### src/design/fifo_core_pkg.sv
// depth is fixed at 16 words (power of two, pointers wrap), thresholds scale in 1/256 of depth
`default_nettype none

package fifo_core_pkg;

    localparam int fifo_depth = 16;
    localparam int ptr_width = $clog2(fifo_depth);
    localparam int level_width = ptr_width + 1;   // 0 .. fifo_depth
    localparam int word_width = 32;

    // room for (threshold + 1) * depth before the >> 8
    localparam int thr_width = 8 + ptr_width + 1;

    // thresholds in percent of the 8-bit full scale
    localparam int almost_full_pct = 95;
    localparam int almost_empty_pct = 5;
    localparam logic [7:0] almost_full_default = 8'(255 * almost_full_pct / 100);
    localparam logic [7:0] almost_empty_default = 8'(255 * almost_empty_pct / 100);

    localparam logic [7:0] core_version = 8'd2;

    // register map, 8 byte-wide slots
    typedef enum logic [2:0] {
        addr_ctrl         = 3'd0,  // read: version, write: soft reset
        addr_almost_full  = 3'd1,
        addr_almost_empty = 3'd2,
        addr_read_err     = 3'd3,
        addr_size_b0      = 3'd4,  // reading this one latches the upper bytes
        addr_size_b1      = 3'd5,
        addr_size_b2      = 3'd6,
        addr_size_b3      = 3'd7
    } reg_addr_e;

    typedef logic [word_width-1:0] word_t;

endpackage

`default_nettype wire

### src/design/fifo_level_if.sv
// level and flags of the word store, single clock domain, driven only by the store
`timescale 1ns/1ns
`default_nettype none

interface fifo_level_if import fifo_core_pkg::*; ();

    logic [level_width-1:0] level;  // fill count in words
    logic                   empty;
    logic                   full;
    logic                   underrun;  // pop attempted while empty

    modport store (
        output level,
        output empty,
        output full,
        output underrun
    );

    modport monitor (
        input level,
        input empty,
        input full,
        input underrun
    );

endinterface

`default_nettype wire

### src/design/bram_fifo_core.sv
// single clock on BUS_CLK, no handshake beyond plain strobes, upstream pulled while not full
`timescale 1ns/1ns
`default_nettype none

module bram_fifo_core import fifo_core_pkg::*; (
    input  logic        BUS_CLK,
    input  logic        RST,
    input  logic [15:0] BUS_ADD,
    input  logic [7:0]  BUS_DATA_IN,
    input  logic        BUS_RD,
    input  logic        BUS_WR,
    output logic [7:0]  BUS_DATA_OUT,

    input  logic        BUS_RD_DATA,
    input  logic        BUS_WR_DATA,
    input  word_t       BUS_DATA_IN_DATA,
    output word_t       BUS_DATA_OUT_DATA,

    output logic        FIFO_READ_NEXT_OUT,
    input  logic        FIFO_EMPTY_IN,
    input  word_t       FIFO_DATA,

    output logic        FIFO_NOT_EMPTY,
    output logic        FIFO_FULL,
    output logic        FIFO_NEAR_FULL,
    output logic        FIFO_READ_ERROR
);

    logic       core_rst;  // hard or soft reset
    logic [7:0] almost_full_val;
    logic [7:0] almost_empty_val;
    word_t      head_word;

    fifo_level_if lvl_if ();

    fifo_cfg_regs u_cfg_regs (
        .BUS_CLK         (BUS_CLK),
        .BUS_RST         (RST),
        .BUS_ADD         (BUS_ADD),
        .BUS_DATA_IN     (BUS_DATA_IN),
        .BUS_WR          (BUS_WR),
        .core_rst        (core_rst),
        .almost_full_val (almost_full_val),
        .almost_empty_val(almost_empty_val)
    );

    fifo_word_store u_word_store (
        .BUS_CLK       (BUS_CLK),
        .core_rst      (core_rst),
        .wr_bus        (BUS_WR_DATA),
        .wr_bus_data   (BUS_DATA_IN_DATA),
        .upstream_empty(FIFO_EMPTY_IN),
        .upstream_data (FIFO_DATA),
        .rd            (BUS_RD_DATA),
        .head_word     (head_word),
        .lvl           (lvl_if.store)
    );

    fifo_status_readout u_status_readout (
        .BUS_CLK         (BUS_CLK),
        .core_rst        (core_rst),
        .BUS_ADD         (BUS_ADD),
        .BUS_RD          (BUS_RD),
        .rd_data         (BUS_RD_DATA),
        .head_word       (head_word),
        .almost_full_val (almost_full_val),
        .almost_empty_val(almost_empty_val),
        .lvl             (lvl_if.monitor),
        .reg_rdata       (BUS_DATA_OUT),
        .data_out        (BUS_DATA_OUT_DATA),
        .near_full       (FIFO_NEAR_FULL),
        .read_error      (FIFO_READ_ERROR)
    );

    assign FIFO_READ_NEXT_OUT = !lvl_if.full;  // back-pressure to upstream
    assign FIFO_NOT_EMPTY = !lvl_if.empty;
    assign FIFO_FULL = lvl_if.full;

endmodule

`default_nettype wire

### src/design/fifo_cfg_regs.sv
// only addresses 0..7 are decoded, upper address bits must be zero; core_rst is combinational
`timescale 1ns/1ns
`default_nettype none

module fifo_cfg_regs import fifo_core_pkg::*; (
    input  logic        BUS_CLK,
    input  logic        BUS_RST,
    input  logic [15:0] BUS_ADD,
    input  logic [7:0]  BUS_DATA_IN,
    input  logic        BUS_WR,
    output logic        core_rst,
    output logic [7:0]  almost_full_val,
    output logic [7:0]  almost_empty_val
);

    logic      wr_hit;
    reg_addr_e wr_addr;

    // map occupies the low 8 addresses only
    assign wr_hit = BUS_WR && (BUS_ADD[15:3] == '0);
    assign wr_addr = reg_addr_e'(BUS_ADD[2:0]);

    // any write to the control slot resets the core, data byte ignored
    assign core_rst = BUS_RST | (wr_hit && (wr_addr == addr_ctrl));

    always_ff @(posedge BUS_CLK) begin
        if (core_rst) begin
            almost_full_val <= almost_full_default;
            almost_empty_val <= almost_empty_default;
        end else if (wr_hit) begin
            case (wr_addr)
                addr_almost_full: begin
                    almost_full_val <= BUS_DATA_IN;
                end
                addr_almost_empty: begin
                    almost_empty_val <= BUS_DATA_IN;
                end
                default: begin
                    // read-only slots, writes have no effect
                end
            endcase
        end
    end

endmodule

`default_nettype wire

### src/design/fifo_status_readout.sv
// register reads return data one cycle after BUS_RD; upper size bytes come from the addr 4 latch
`timescale 1ns/1ns
`default_nettype none

module fifo_status_readout import fifo_core_pkg::*; (
    input  logic          BUS_CLK,
    input  logic          core_rst,
    input  logic [15:0]   BUS_ADD,
    input  logic          BUS_RD,
    input  logic          rd_data,
    input  word_t         head_word,
    input  logic [7:0]    almost_full_val,
    input  logic [7:0]    almost_empty_val,
    fifo_level_if.monitor lvl,
    output logic [7:0]    reg_rdata,
    output word_t         data_out,
    output logic          near_full,
    output logic          read_error
);

    logic [thr_width-1:0] level_ext;
    logic [thr_width-1:0] nf_set_lvl;
    logic [thr_width-1:0] nf_clr_lvl;
    logic [7:0]           err_cnt;
    logic [31:0]          size_bytes;
    logic [31:8]          size_hi_buf;  // latched upper bytes
    logic                 addr_ok;
    reg_addr_e            rd_addr;

    // thresholds converted to word counts
    assign level_ext = thr_width'(lvl.level);
    assign nf_set_lvl = ((thr_width'(almost_full_val) + 1'b1) * thr_width'(fifo_depth)) >> 8;
    assign nf_clr_lvl = ((thr_width'(almost_empty_val) + 1'b1) * thr_width'(fifo_depth)) >> 8;

    // near full with hysteresis, set wins over clear
    always_ff @(posedge BUS_CLK) begin
        if (core_rst) begin
            near_full <= 1'b0;
        end else if ((level_ext >= nf_set_lvl) || (almost_full_val == '0)) begin
            near_full <= 1'b1;
        end else if ((lvl.level == '0) ||
                     ((almost_empty_val != '0) && (level_ext <= nf_clr_lvl))) begin
            near_full <= 1'b0;
        end
    end

    always_ff @(posedge BUS_CLK) begin
        if (core_rst) begin
            err_cnt <= '0;
        end else if (lvl.underrun && (err_cnt != 8'hff)) begin
            err_cnt <= err_cnt + 1'b1;  // saturates at 255
        end
    end

    assign read_error = (err_cnt != '0);

    assign size_bytes = {{(32 - level_width - 2){1'b0}}, lvl.level, 2'b00};  // words * 4

    assign addr_ok = (BUS_ADD[15:3] == '0);
    assign rd_addr = reg_addr_e'(BUS_ADD[2:0]);

    always_ff @(posedge BUS_CLK) begin
        if (BUS_RD && addr_ok && (rd_addr == addr_size_b0)) begin
            size_hi_buf <= size_bytes[31:8];
        end
    end

    // readback holds until the next read
    always_ff @(posedge BUS_CLK) begin
        if (BUS_RD) begin
            if (!addr_ok) begin
                reg_rdata <= '0;
            end else begin
                case (rd_addr)
                    addr_ctrl:         reg_rdata <= core_version;
                    addr_almost_full:  reg_rdata <= almost_full_val;
                    addr_almost_empty: reg_rdata <= almost_empty_val;
                    addr_read_err:     reg_rdata <= err_cnt;
                    addr_size_b0:      reg_rdata <= size_bytes[7:0];
                    addr_size_b1:      reg_rdata <= size_hi_buf[15:8];
                    addr_size_b2:      reg_rdata <= size_hi_buf[23:16];
                    addr_size_b3:      reg_rdata <= size_hi_buf[31:24];
                    default:           reg_rdata <= '0;
                endcase
            end
        end
    end

    // popped word, empty pops leave the port unchanged
    always_ff @(posedge BUS_CLK) begin
        if (rd_data && !lvl.empty) begin
            data_out <= head_word;
        end
    end

endmodule

`default_nettype wire

### src/design/fifo_word_store.sv
// 16-word circular buffer, bus word beats upstream word, writes while full are dropped
`timescale 1ns/1ns
`default_nettype none

module fifo_word_store import fifo_core_pkg::*; (
    input  logic        BUS_CLK,
    input  logic        core_rst,
    input  logic        wr_bus,
    input  word_t       wr_bus_data,
    input  logic        upstream_empty,
    input  word_t       upstream_data,
    input  logic        rd,
    output word_t       head_word,
    fifo_level_if.store lvl
);

    word_t                  mem [fifo_depth];
    logic [ptr_width-1:0]   wr_ptr;
    logic [ptr_width-1:0]   rd_ptr;
    logic [level_width-1:0] count;
    logic                   push_req;
    logic                   push;
    logic                   pop;
    word_t                  push_data;

    // upstream is pulled whenever it has data
    assign push_req = wr_bus | ~upstream_empty;
    assign push_data = wr_bus ? wr_bus_data : upstream_data;  // bus has priority

    assign push = push_req & ~lvl.full;
    assign pop = rd & ~lvl.empty;

    // flags follow the counter directly
    assign lvl.level = count;
    assign lvl.empty = (count == '0);
    assign lvl.full = (count == level_width'(fifo_depth));
    assign lvl.underrun = rd & lvl.empty;  // high for every empty pop cycle

    assign head_word = mem[rd_ptr];

    always_ff @(posedge BUS_CLK) begin
        if (push) begin
            mem[wr_ptr] <= push_data;
        end
    end

    always_ff @(posedge BUS_CLK) begin
        if (core_rst) begin
            wr_ptr <= '0;
            rd_ptr <= '0;
            count <= '0;
        end else begin
            if (push) begin
                wr_ptr <= wr_ptr + 1'b1;  // wraps at depth
            end
            if (pop) begin
                rd_ptr <= rd_ptr + 1'b1;
            end
            case ({push, pop})
                2'b10: begin
                    count <= count + 1'b1;
                end
                2'b01: begin
                    count <= count - 1'b1;
                end
                default: begin
                    // idle or push with pop, level unchanged
                end
            endcase
        end
    end

endmodule

`default_nettype wire

### config.mk
export PLATFORM = sky130hd
export DESIGN_NAME = bram_fifo_core
export DESIGN_NICKNAME = d
export VERILOG_FILES = /design/src/design/fifo_core_pkg.sv /design/src/design/fifo_level_if.sv /design/src/design/bram_fifo_core.sv /design/src/design/fifo_cfg_regs.sv /design/src/design/fifo_status_readout.sv /design/src/design/fifo_word_store.sv
export SDC_FILE = /design/constraint.sdc
export NUM_CORES = 1
export LEC_CHECK = 0
export BUFFER_PORTS_ARGS = -buffer_cell sky130_fd_sc_hd__buf_2
export CORE_ASPECT_RATIO = 1.1
export CORE_MARGIN = 2
export CORE_UTILIZATION = 56
export CTS_BUF_LIST = sky130_fd_sc_hd__clkbuf_2
export CTS_CLUSTER_SIZE = 14
export DETAILED_ROUTE_END_ITERATION = 12
export GPL_TIMING_DRIVEN = 0
export HOLD_SLACK_MARGIN = 0.03
export PLACE_DENSITY = 0.74
export SYNTH_ARGS = -nofsm -noshare
export SYNTH_HDL_FRONTEND = slang
export SYNTH_SLANG_ARGS = --single-unit
### constraint.sdc
create_clock -name BUS_CLK -period 5.3 [get_ports BUS_CLK]
set_clock_uncertainty 0.2 [all_clocks]
set_input_delay 0.265 -clock BUS_CLK [delete_from_list [all_inputs] [get_ports BUS_CLK]]
set_output_delay 0.265 -clock BUS_CLK [all_outputs]
set_load 0.005 [all_outputs]
Yosys cells after proc, flatten, opt, wreduce, memory -nomap -nowiden
Memory sizes are Yosys's and may differ from the RTL's. A register that Yosys moved wholly into a read port is not among the register bits.
Index checks and enable logic that the tools add are counted.
- reduce and logical (&&, ||, !) cells: 20
- muxes and demuxes: 7
- bitwise gates (word level): 8
- $lt $le $gt $ge: 2
- eq/ne operators: 11
- add/sub/neg operators: 7
- operator list (cell ; count):
    8-bit one-hot mux with 6 select lines ; 1
    32-bit two-way mux ; 1
    8-bit by 1-bit adder with 9-bit output, second input constant ; 2
    8-bit nonzero test ; 2
    13-bit zero test ; 1
    3-bit == test, second input constant ; 4
    5-bit one-hot mux with 2 select lines ; 1
    4-bit by 1-bit adder with 4-bit output, second input constant ; 2
    8-bit by 1-bit adder with 8-bit output, second input constant ; 1
    8-bit zero test ; 1
    8-bit != test, second input constant ; 1
    3-bit by 2-bit == test with 1-bit output, second input constant ; 2
    5-bit by 1-bit adder with 5-bit output, second input constant ; 1
    5-bit == test, second input constant ; 1
    5-bit greater-or-equal comparator ; 1
    5-bit less-or-equal comparator ; 1
    1-bit logical AND ; 5
    5-bit zero test ; 1
    5-bit by 1-bit subtractor with 5-bit output, second input constant ; 1
    1-bit two-way mux ; 4
    2-bit AND reduction ; 2
    2-bit nonzero test ; 2
    1-bit AND ; 3
    3-bit by 1-bit == test with 1-bit output, second input constant ; 1
    8 further kinds ; 13
- register bits: 46
- memories: 1
- output and inout port bits: 45
- memory bits (writable): 512
- bits of input ports: 95
- logic and storage cells: 64
- memories (memory ; depth ; bits a word ; read ports ; clocked after memory_dff ; wr ports ; RTL line ; RTL):
    u_word_store.mem ; 16 ; 32 ; 1 ; 1 ; 1 ; fifo_word_store.sv:17 ; word_t mem [fifo_depth];

Depth between registers and ports, before layout
Gate-level depths: netlist of the first run.
- word-level depth: 6
- gate-level depth with buffers: 10
- mapped depth without buffers: 9

By module
From an unflattened synthesis of the first run, not the netlist that was laid out.
- cell total of the unflattened synthesis: 1125
- area, all modules: 23667.7 um^2
- by module, submodules not included (module ; seq. area each (um^2) ; times used ; area each (um^2) ; cells an instance):
    fifo_word_store ; 15715.1 ; 1 ; 20556.0 ; 865
    fifo_status_readout ; 1381.3 ; 1 ; 2324.7 ; 180
    fifo_cfg_regs ; 320.3 ; 1 ; 779.5 ; 78
    bram_fifo_core ; 0.0 ; 1 ; 7.5 ; 2

Worst setup path before layout of the first run
Ideal clock, no wire load.
- path kind: register to register
- start point: reg u_word_store.count[1] (netlist: u_word_store.lvl.level[1])
- end point: mem u_word_store.mem[0][0] (netlist bit), enable pin
- cell stages (with the launch flop): 5
- clock period less this slack: 4.026 ns
- buffers on the path: 0
- path slack: 1.274 ns
- arrival time: 3.365 ns
- path through: dfxtp_1 > nor4_1 > a21oi_1 > nand2_1 > nor3_1
- word-level cells in the longest chain between the ends: 5
- RTL lines (item ; RTL line ; RTL):
    start: declaration ; fifo_word_store.sv:20 ; logic [level_width-1:0] count;
    start signal: assignment ; fifo_word_store.sv:61 ; count <= count + 1'b1;
    start signal: assignment ; fifo_word_store.sv:64 ; count <= count - 1'b1;
    5-bit == test ; fifo_word_store.sv:36 ; assign lvl.full = (count == level_width'(fifo_depth));
    1-bit inverter ; fifo_word_store.sv:30 ; assign push = push_req & ~lvl.full;
    1-bit AND ; fifo_word_store.sv:30 ;
    1-bit two-way mux ; fifo_word_store.sv:42 ; if (push) begin
    1-bit two-way mux (not written as such) ; fifo_word_store.sv:43 ; mem[wr_ptr] <= push_data;
    end: declaration ; fifo_word_store.sv:17 ;
Every way passes these cells.

Worst setup path in the final report of the first run
- start point: in BUS_ADD[7]
- end point: reg u_cfg_regs.almost_empty_val[5]
- word-level cells in the longest chain between the ends: 4
- elaborated cells between the ends (all ways): 5
- classes of those cells: bitwise: 1; reduce/logical: 4
- RTL lines (item ; RTL line ; RTL):
    start: declaration ; bram_fifo_core.sv:8 ; input logic [15:0] BUS_ADD,
    13-bit zero test (*) ; fifo_cfg_regs.sv:20 ; assign wr_hit = BUS_WR && (BUS_ADD[15:3] == '0);
    1-bit logical AND (*) ; fifo_cfg_regs.sv:20 ;
    1-bit logical AND ; fifo_cfg_regs.sv:24 ; assign core_rst = BUS_RST | (wr_hit && (wr_addr == addr_ctrl));
    1-bit bitwise OR ; fifo_cfg_regs.sv:24 ;
    end signal: assignment ; fifo_cfg_regs.sv:29 ; almost_empty_val <= almost_empty_default;
    end: declaration ; fifo_cfg_regs.sv:13 ; output logic [7:0] almost_empty_val
Mark *: on every way between the ends. The rest lies on a longest branch, timed or not.
A chain may end at the register's enable or synchronous reset.

==> impl_metrics.json, run 1 <==
{
  "synth_compound_area_share_pct": 2.175,
  "grt_overflow": 0,
  "top_usage_layer": "met2",
  "hold_viol_final": 0,
  "synth_xor_area_share_pct": 0.5596,
  "crit_path_start_kind": "primary input",
  "hpwl_um": 32350,
  "die_area_sq_um": 43580,
  "finalWeightedCongestion": 0.8579,
  "drt_iter0_markers": 1226,
  "clkTransAtPathRegs_ns": 0.10,
  "power.density_nw_per_um2": 392.8,
  "period_needed_ns": 4.185,
  "synth_seq_area_share_pct": 73.85,
  "post-route-period-util_pct": 78.96,
  "coreArea_sq_um": 41280,
  "p_comb_share_pct": 22.8,
  "gr-usage-met2_pct": 43.10,
  "cts_inserted_buffers": 140,
  "synth_top_flop_cell": "edfxtp_1",
  "synth_top_family_by_area": "multiplexers",
  "tritoncts": "built",
  "swShare_pct": 27.85,
  "ant_nets": 0,
  "fin_nets": 1734,
  "grt_max_degree": 27,
  "synth_simple_gate_area_share_pct": 3.305,
  "io_pins": 140,
  "cp.required_ns": 6.09,
  "area_growth_pct": 21.23,
  "arrival_ns": 4.98,
  "port_buffers": 138,
  "synth_edf_count": 552,
  "pre_cts_slack_ns": 1.230,
  "die_y_um": 218.7,
  "clockBufferDepth": 3,
  "layout_setup_ws_ns": 1.115,
  "ys_types": 50,
  "most-common-layout-cells": "552 x edfxtp_1, 202 x clkbuf_2, 173 x dlygate4sd3_1",
  "wirelength_um": 54220,
  "rows": 78,
  "start_util_pct": 56.86,
  "setup_viol_count_final": 0,
  "syn_inst": 1137,
  "synth_fp_nets": 1254,
  "end_kind": "register",
  "yosys.area_share.adder_pct": 1.205,
  "vias": 13410,
  "critPathKind": "in -> reg",
  "max_freq_mhz": 239.0,
  "final_common_cell": "edfxtp_1",
  "grt_antenna_before_repair": 1,
  "async_reset_ff_share_pct": 0,
  "timing.slew.headroom_pct": 24.52,
  "cp_max_fo": 10,
  "drive_gt1_share_pct": 36.20,
  "min_path_type": "in -> reg",
  "die_w_um": 199.2,
  "final_max_slew_viol_count": 0,
  "synth_top_area_share_pct": 70.61,
  "finalNonFillerCells": 2271,
  "muxShareOfSynthArea_pct": 17.41,
  "cts_resized": 0,
  "synth.avg_cell_area_sq_um": 20.65,
  "insertion_delay_ns": 1.13,
  "grt.total_usage_pct": 26.11,
  "synth_area_leaders": "edfxtp_1 71%, mux4_2 15%, dfxtp_1 3.2%, mux2_2 1.7%, ha_1 1.1%",
  "vdd_drop_max_v": 0.0002550,
  "cts_max_level": 4,
  "remaining_drc_errors": 0,
  "grt_pass1_vias": 14050,
  "seqPwrFrac_pct": 50.1,
  "cts_root_buffer": "clkbuf_2",
  "ys_warn_count": 0,
  "wire_per_inst_um": 23.87,
  "worst_pin_slew_ns": 1.126,
  "syn-cell-area_sq_um": 23480,
  "first_pass_iters": 5,
  "cts_setup_buffers": 0,
  "rsz0062_at_grt": "false",
  "p_leak_nw": 9.548,
  "pwr-share-clk_pct": 27.0,
  "yosys.area.top_type": "edfxtp_1",
  "synth_seq_cells": 590,
  "internal_power_mw": 8.065,
  "cts_sinks": 590,
  "via_per_inst": 5.904,
  "met1_usage_pct": 34.60,
  "use_met3_pct": 5.185,
  "grt_pass1_wl_um": 81790,
  "dpl.cell_count": 1862,
  "p_switching_mw": 3.113,
  "status": "finished clean",
  "cap_violations": 0
}
[synthesized netlist by cell type (4+ instances only)]
library cell,count
o31ai_1,4
inv_1,16
o21ai_0,24
and2_1,4
buf_1,15
ha_1,21
mux2i_1,9
nand3b_1,4
mux2_2,35
xor2_1,8
nand4_1,7
nand2b_1,6
nor2b_1,6
buf_4,9
dfxtp_1,38
a22oi_1,6
o22ai_1,5
edfxtp_1,552
nor4_1,9
nor2_1,33
nor3_1,9
buf_2,10
xnor2_1,7
clkbuf_1,24
a21oi_1,24
or4_1,7
mux4_2,160
nand2_1,13
nand3_1,35
[sequential cells by signal, summed over array words and instances, names as in the netlist]
name                         flops
u_word_store.mem               512
u_status_readout.err_cnt         8
u_status_readout.near_full       1
u_word_store.wr_ptr              4
u_status_readout.reg_rdata       8
u_word_store.lvl.level           5
u_cfg_regs.almost_full_val       8
u_status_readout.data_out       32
u_cfg_regs.almost_empty_val      8
u_word_store.rd_ptr              4
[worst max-delay path: stages]
cell and delay, ns:
dlygate4sd3_1 0.53, buf_2 0.11, dlygate4sd3_1 0.56, nor2_1 0.12, dlygate4sd3_1 0.60, and4_1 0.19
dlygate4sd3_1 0.55, buf_2 0.20, a21o_1 0.14, dlygate4sd3_1 0.55, buf_2 0.23, buf_2 0.29
a21oi_1 0.07, dlygate4sd3_1 0.55
[logic make-up (layout without fill, tap and decap cells)]
family / count (synthesis) / in the layout
multiplexers: 204 / 204
flip-flops: 590 / 590
buffers and inverters: 77 / 650
other: 0 / 1
adder cells (fa/ha/maj): 22 / 22
XOR/XNOR: 15 / 15
AO/OA/AOI/OAI: 84 / 84
AND/OR/NAND/NOR: 145 / 145
[worst paths after layout]
path | cells past startpoint | slack [ns] | from | end
worst max-delay path | 14 | 1.12 | BUS_ADD[7] | u_cfg_regs.almost_empty_val[5]
worst min register to register | 2 | 0.32 | u_cfg_regs.almost_full_val[2] | u_cfg_regs.almost_full_val[2]
worst max register to register | 10 | 1.20 | u_word_store.lvl.level[1] | u_word_store.lvl.level[4]
worst min-delay path | 5 | 0.19 | BUS_WR_DATA | u_word_store.wr_ptr[1]
[power by group through the flow]
stage	Clock, mW	Sequential (mW)	Combinational (mW)
floorplan	0	5.70	1.65
global placement	0	5.73	2.34
detailed placement	0	5.70	2.48
CTS	3.07	5.60	2.58
global route	3.30	5.63	2.74
finish	3.02	5.60	2.55
[area by class of cell]
| class | instances | area (sq um) |
|---|---|---|
| antenna | 1 | 2.502 |
| tap | 560 | 700.7 |
| multi-input combinational | 470 | 5898 |
| inverter | 17 | 63.81 |
| timing repair buffer | 338 | 2870 |
| clock buffer | 202 | 1011 |
| sequential | 590 | 17340 |
| buffer | 60 | 286.5 |
| clock inverter | 33 | 290.3 |
| fill | 2627 | 12820 |
[metrics by stage]
stage               cell area, sq um  total power, mW  hold WS, ns  TNS, ns  util (%)
floorplan                      23480            7.349       0.1775        0         -
global placement               24870            8.067       0.2904  -232.23     60.24
detailed placement             25420            8.180       0.3008        0     61.59
CTS                            28460            11.26      0.03953        0     68.93
global route                   28460            11.66       0.1312        0     68.94
finish                         28460            11.18       0.1918        0     68.94
[what timing repair did]
action                     4_1_cts  5_1_grt
setup endpoints to repair        0        0
hold endpoints to repair       600        0
hold buffers                   173        0
[per-layer routing]
metal	share of wire (%)	routed length, um
met1	39	21220
met2	51	27620
met3	7.9	4263
met4	2.1	1118
met5	0	0
Note: power is estimated with default switching activity, not from simulation.
==> inputs of run 2 (changes only) <==
==> constraint.sdc (replaced) <==
create_clock -name BUS_CLK -period 4.1 [get_ports BUS_CLK]
set_clock_uncertainty 0.2 [all_clocks]
set_input_delay 0.205 -clock BUS_CLK [delete_from_list [all_inputs] [get_ports BUS_CLK]]
set_output_delay 0.205 -clock BUS_CLK [all_outputs]
set_load 0.005 [all_outputs]
==> run 2 against run 1 <==
Compared with the run above:
- hold slack got worse by 0.041 ns
- cell area about the same
- worst setup slack got worse by 0.99 ns
- sequential share of layout area about the same
- cell count barely moved
- sequential power up 29%
- combinational power rose by 30%
- sequential cell count stayed put
- critical path depth did not move
- first-iteration DRC count shrank 1.5%
- routed wire length rose by 0.65%
- die area is the same
==> impl_metrics.json, run 2 (synthesized netlist as in run 1, its figures left out) <==
{
  "grt_max_degree": 27,
  "remaining_drc_errors": 0,
  "finalWeightedCongestion": 0.8579,
  "die_y_um": 218.7,
  "insertion_delay_ns": 1.13,
  "grt.total_usage_pct": 26.44,
  "final_max_slew_viol_count": 0,
  "arrival_ns": 4.81,
  "status": "finished clean",
  "worstSetupStartpoint": "BUS_ADD[7]",
  "wirelength_um": 54570,
  "fin_nets": 1735,
  "critPathMostFrequentCell": "dlygate4sd3_1",
  "vias": 13450,
  "cts_max_level": 4,
  "cp_slowest_cell": "dlygate4sd3_1",
  "timing.slew.headroom_pct": 26.70,
  "cp_max_fo": 10,
  "crit_path_start_kind": "primary input",
  "wire_per_inst_um": 24.02,
  "grt_pass1_wl_um": 82930,
  "cts_root_buffer": "clkbuf_2",
  "vdd_drop_max_v": 0.0003261,
  "most-common-layout-cells": "552 x edfxtp_1, 202 x clkbuf_2, 174 x dlygate4sd3_1",
  "port_buffers": 138,
  "die_w_um": 199.2,
  "grt_pass1_vias": 14090,
  "worst_pin_slew_ns": 1.099,
  "largest_reg_flops": 512,
  "ant_nets": 0,
  "end_kind": "register",
  "power.density_nw_per_um2": 507.5,
  "cap_violations": 0,
  "start_util_pct": 56.86,
  "largestRegisters": "u_word_store.mem: 512 flops, u_status_readout.data_out: 32 flops",
  "die_area_sq_um": 43580,
  "endpoint": "u_word_store.rd_ptr[1]",
  "rsz0062_at_grt": "false",
  "cts_sinks": 590,
  "cts_setup_buffers": 0,
  "crit-reg2reg-launch": "u_word_store.lvl.level[1]",
  "io_pins": 140,
  "hpwl_um": 32350,
  "via_per_inst": 5.919,
  "clockBufferDepth": 3,
  "rows": 78,
  "cp.required_ns": 4.94,
  "post-route-period-util_pct": 96.93,
  "min_path_type": "in -> reg",
  "grt_overflow": 0,
  "regToRegSetupSlack_ns": 0.27,
  "drive_gt1_share_pct": 36.18,
  "layout_setup_ws_ns": 0.1259,
  "largest-register": "u_word_store.mem",
  "setup_viol_count_final": 0,
  "critPathKind": "in -> reg",
  "drt_iter0_markers": 1208,
  "tritoncts": "built",
  "slowest_delay_ns": 0.59,
  "pre_cts_slack_ns": 0.02983,
  "area_growth_pct": 21.31,
  "coreArea_sq_um": 41280,
  "cts_inserted_buffers": 140,
  "hold_viol_final": 0,
  "worst-r2r-cell-count": 10,
  "crit_path_cell_trace": "dlygate4sd3_1 -> buf_2 -> dlygate4sd3_1 -> nor2_1 -> dlygate4sd3_1 -> and4_1 -> dlygate4sd3_1 -> buf_2 -> a21o_1 -> dlygate4sd3_1 -> clkbuf_4 -> clkbuf_4 -> a21oi_1 -> dlygate4sd3_1",
  "p_leak_nw": 9.558,
  "first_pass_iters": 5,
  "clkTransAtPathRegs_ns": 0.12,
  "max_freq_mhz": 251.6,
  "r2r-end": "u_word_store.lvl.level[4]",
  "final_util_pct": 68.98,
  "period_needed_ns": 3.974,
  "grt_antenna_before_repair": 1,
  "final_common_cell": "edfxtp_1"
}
==> run 2: cell types whose count changed in the layout (fill, tap and decap cells not counted) <==
cell and change:
o21ai_1 +1, buf_4 +1, o21ai_0 -1, buf_2 -3, clkbuf_4 +2, dlygate4sd3_1 +1
==> run 2: layer usage <==
layer | track usage, % | up-vias | wire [um]
met3 | 5.031 | 90 | 4256
li1 | - | 5802 | -
met2 | 43.44 | 712 | 27700
met1 | 35.58 | 6844 | 21370
met4 | 9.950 | 0 | 1241
met5 | 0 | - | 0
==> run 2: where the power goes <==
| group | switching [mW] | internal, mW | total, mW |
|---|---|---|---|
| Combinational | 1.65 | 1.65 | 3.31 |
| Sequential | 0.147 | 7.10 | 7.24 |
| Clock | 2.22 | 1.68 | 3.90 |
| Total | 4.02 | 10.4 | 14.5 |
==> run 2: metrics by stage <==
| step | TNS [ns] | power [mW] | hold slack [ns] | area [sq um] | std cells |
|---|---|---|---|---|---|
| final | 0 | 14.45 | 0.1504 | 28480 | 2272 |
| after global routing | 0 | 15.08 | 0.1297 | 28480 | 2272 |
| after detailed placement | 0 | 10.57 | 0.2737 | 25420 | 1862 |
| after CTS | 0 | 14.56 | 0.05007 | 28470 | 2271 |
| after floorplan | 0 | 9.500 | 0.1175 | 23480 | 1137 |
| after global placement | -785.12 | 10.43 | 0.2712 | 24870 | 1835 |
==> run 2: final cells by class <==
| type | instances | area, sq um |
|---|---|---|
| flip-flops and latches | 590 | 17340 |
| fillers | 2629 | 12800 |
| multi-input cells | 470 | 5898 |
| repair buffers | 339 | 2880 |
| clock buffers | 202 | 1011 |
| well taps | 560 | 700.7 |
| plain buffers | 60 | 294.0 |
| clock inverters | 33 | 290.3 |
| inverters | 17 | 63.81 |
| diodes | 1 | 2.502 |
==> run 2: worst min path at each step <==
stage	startpoint	to	slack, ns	cells after the start
after floorplan	BUS_RD	u_status_readout.reg_rdata[0]	0.12	0
after global placement	BUS_DATA_IN[2]	u_cfg_regs.almost_empty_val[2]	0.27	3
after detailed placement	BUS_DATA_IN[2]	u_cfg_regs.almost_empty_val[2]	0.27	3
after CTS	BUS_WR_DATA	u_word_store.wr_ptr[0]	0.05	5
after global routing	BUS_ADD[1]	u_status_readout.reg_rdata[3]	0.13	5
final	BUS_WR_DATA	u_word_store.wr_ptr[0]	0.15	5
==> run 2: timing repair <==
item	4_1_cts	5_1_grt
endpoints found under the setup margin	0	5
hold endpoints to repair	615	0
gates resized for setup	0	5
hold buffers	174	0
==> run 2: worst max-delay path, delay by kind of cell <==
| kind | cells | cell delay (ns) |
|---|---|---|
| buffers and inverters | 10 | 4.10 |
| and+or+nand+nor | 2 | 0.28 |
| AOI/OAI and AO/OA | 2 | 0.20 |
==> inputs of run 3 (changes only) <==
--- a/config.mk
+++ b/config.mk
@@ -14,7 +14,7 @@
 export DETAILED_ROUTE_END_ITERATION = 12
 export GPL_TIMING_DRIVEN = 0
 export HOLD_SLACK_MARGIN = 0.03
-export PLACE_DENSITY = 0.74
+export PLACE_DENSITY = 0.83
 export SYNTH_ARGS = -nofsm -noshare
 export SYNTH_HDL_FRONTEND = slang
 export SYNTH_SLANG_ARGS = --single-unit
==> run 3 against run 2 <==
Compared with the run above:
- cell area decreased by 0.71%
- register-to-register slack better by 0.09 ns
- clock-buffer cell count decreased by 3
- first-iteration DRC count increased by 24%
- die area unchanged
- largest cell class unchanged
==> impl_metrics.json, run 3 (synthesized netlist as in run 1, its figures left out) <==
{
  "wire_per_inst_um": 26.29,
  "rows": 78,
  "cp_slowest_cell": "dlygate4sd3_1",
  "critPathKind": "in -> reg",
  "crit_path_start_kind": "primary input",
  "finalWeightedCongestion": 0.8375,
  "start_util_pct": 56.86,
  "max_freq_mhz": 251.0,
  "clockBufferDepth": 3,
  "largest_reg_flops": 512,
  "post-route-period-util_pct": 97.18,
  "finalInstanceArea_sq_um": 28280,
  "final_max_slew_viol_count": 0,
  "multi_input_area_sq_um": 5908,
  "report.power.total_mw": 14.11,
  "r2r-end": "u_word_store.lvl.level[4]",
  "grt.total_usage_pct": 28.29,
  "cts_sinks": 590,
  "cts_root_buffer": "clkbuf_2",
  "vias": 13870,
  "io_pins": 140,
  "clkTransAtPathRegs_ns": 0.11,
  "tritoncts": "built",
  "grt_pass1_wl_um": 88000,
  "cp_top_family": "buffers and inverters",
  "setup_viol_count_final": 0,
  "drt_iter0_markers": 1503,
  "seqCellArea_sq_um": 17340,
  "timing.slew.headroom_pct": 23.40,
  "port_buffers": 138,
  "cap_violations": 0,
  "remaining_drc_errors": 0,
  "via_per_inst": 6.133,
  "place_area_sq_um": 25430,
  "hold_viol_final": 0,
  "largestRegisters": "u_word_store.mem: 512 flops, u_status_readout.data_out: 32 flops",
  "vdd_drop_max_v": 0.0003467,
  "largest-register": "u_word_store.mem",
  "slowest_delay_ns": 0.64,
  "area_growth_pct": 20.45,
  "crit_path_cell_trace": "dlygate4sd3_1 -> buf_2 -> dlygate4sd3_1 -> nor4_2 -> dlygate4sd3_1 -> dlygate4sd3_1 -> nand4_1 -> dlygate4sd3_1 -> clkbuf_1 -> o21ai_0 -> nand3_1 -> dlygate4sd3_1",
  "cp_max_fo": 10,
  "grt_max_degree": 24,
  "cts_setup_buffers": 0,
  "worstHoldStart": "BUS_ADD[8]",
  "p_leak_nw": 9.437,
  "whs_path_depth": 5,
  "rsz0062_at_grt": "false",
  "min_path_type": "in -> reg",
  "fin_nets": 1727,
  "first_pass_iters": 5,
  "drive_gt1_share_pct": 36.12,
  "fillers": 2525,
  "ant_nets": 0,
  "dpl.cell_count": 1862,
  "regToRegSetupSlack_ns": 0.36,
  "crit-reg2reg-launch": "u_word_store.lvl.level[1]",
  "grt_overflow": 0,
  "critPathMostFrequentCell": "dlygate4sd3_1",
  "cts_max_level": 4,
  "final_util_pct": 68.49,
  "end_kind": "register",
  "most-common-layout-cells": "552 x edfxtp_1, 199 x clkbuf_2, 170 x dlygate4sd3_1",
  "power.density_nw_per_um2": 499.0,
  "insertion_delay_ns": 1.11,
  "wirelength_um": 59450,
  "worstPathBufferInverterCount": 8,
  "cp.required_ns": 4.88,
  "status": "finished clean",
  "period_needed_ns": 3.985,
  "grt_antenna_before_repair": 1,
  "die_w_um": 199.2,
  "setup_tns_ns": 0,
  "grt_pass1_vias": 14720,
  "worst-r2r-cell-count": 10,
  "hold-path-endpoint": "u_status_readout.reg_rdata[7]",
  "finalNonFillerCells": 2261,
  "die_y_um": 218.7,
  "hpwl_um": 34410,
  "cts_inserted_buffers": 136,
  "arrival_ns": 4.77,
  "die_area_sq_um": 43580,
  "coreArea_sq_um": 41280,
  "final_common_cell": "edfxtp_1",
  "worst_pin_slew_ns": 1.149
}
[run 3: what timing repair did]
| action | in CTS | in global routing |
|---|---|---|
| cloned | 0 | 0 |
| hold buffers | 171 | 0 |
| hold endpoints to repair | 644 | 0 |
| endpoints found under the setup margin | 1 | 14 |
| pin swaps | 0 | 0 |
| resized for setup | 1 | 7 |
[run 3: worst max-delay path by stage]
stage	startpoint	endpoint	slack, ns	depth (start not counted)
2_1_floorplan	u_word_store.lvl.level[1]	u_word_store.mem[0][0]	0.07	4
3_3_place_gp	BUS_WR_DATA	u_word_store.mem[0][12]	-3.10	5
3_5_place_dp	u_word_store.lvl.level[1]	u_word_store.lvl.level[4]	-0.17	10
4_1_cts	u_word_store.lvl.level[1]	u_word_store.lvl.level[4]	0.12	10
5_1_grt	BUS_ADD[5]	u_cfg_regs.almost_empty_val[2]	0.03	12
6_report	BUS_ADD[5]	u_cfg_regs.almost_full_val[5]	0.12	12
[run 3: metal layers]
metal / GRT usage, % / part of all wire [%]
met3: 5.880 / 8.3
met5: 0 / 0
met2: 48.54 / 52
met4: 13.71 / 4.0
met1: 34.32 / 35
[run 3: report_power, final]
| group | total, mW | internal [mW] | switching, mW |
|---|---|---|---|
| Combinational | 3.36 | 1.65 | 1.71 |
| Clock | 3.50 | 1.28 | 2.22 |
| Sequential | 7.25 | 7.10 | 0.156 |
[run 3: cell type report]
type | instances | share of cell area, %
multi-input cells | 470 | 20.89
plain buffers | 60 | 1.053
well taps | 560 | 2.478
diodes | 1 | 0.008850
clock buffers | 199 | 3.522
clock inverters | 29 | 0.4336
repair buffers | 335 | 10.07
flip-flops and latches | 590 | 61.31
inverters | 17 | 0.2257
[run 3: worst min-delay path, stage by stage]
cell,delay [ns]
buf_2,0.08
nor2_1,0.07
nand4_1,0.08
dlygate4sd3_1,0.64
nor4_1,0.07
[run 3: per-stage QoR]
| stage | worst slack (ns) | hold WS (ns) |
|---|---|---|
| after floorplan | 0.07420 | 0.1175 |
| after global placement | -3.096 | 0.2677 |
| after detailed placement | -0.1668 | 0.2629 |
| after CTS | 0.1246 | 0.03513 |
| after global routing | 0.03312 | 0.1105 |
| final | 0.1155 | 0.04365 |
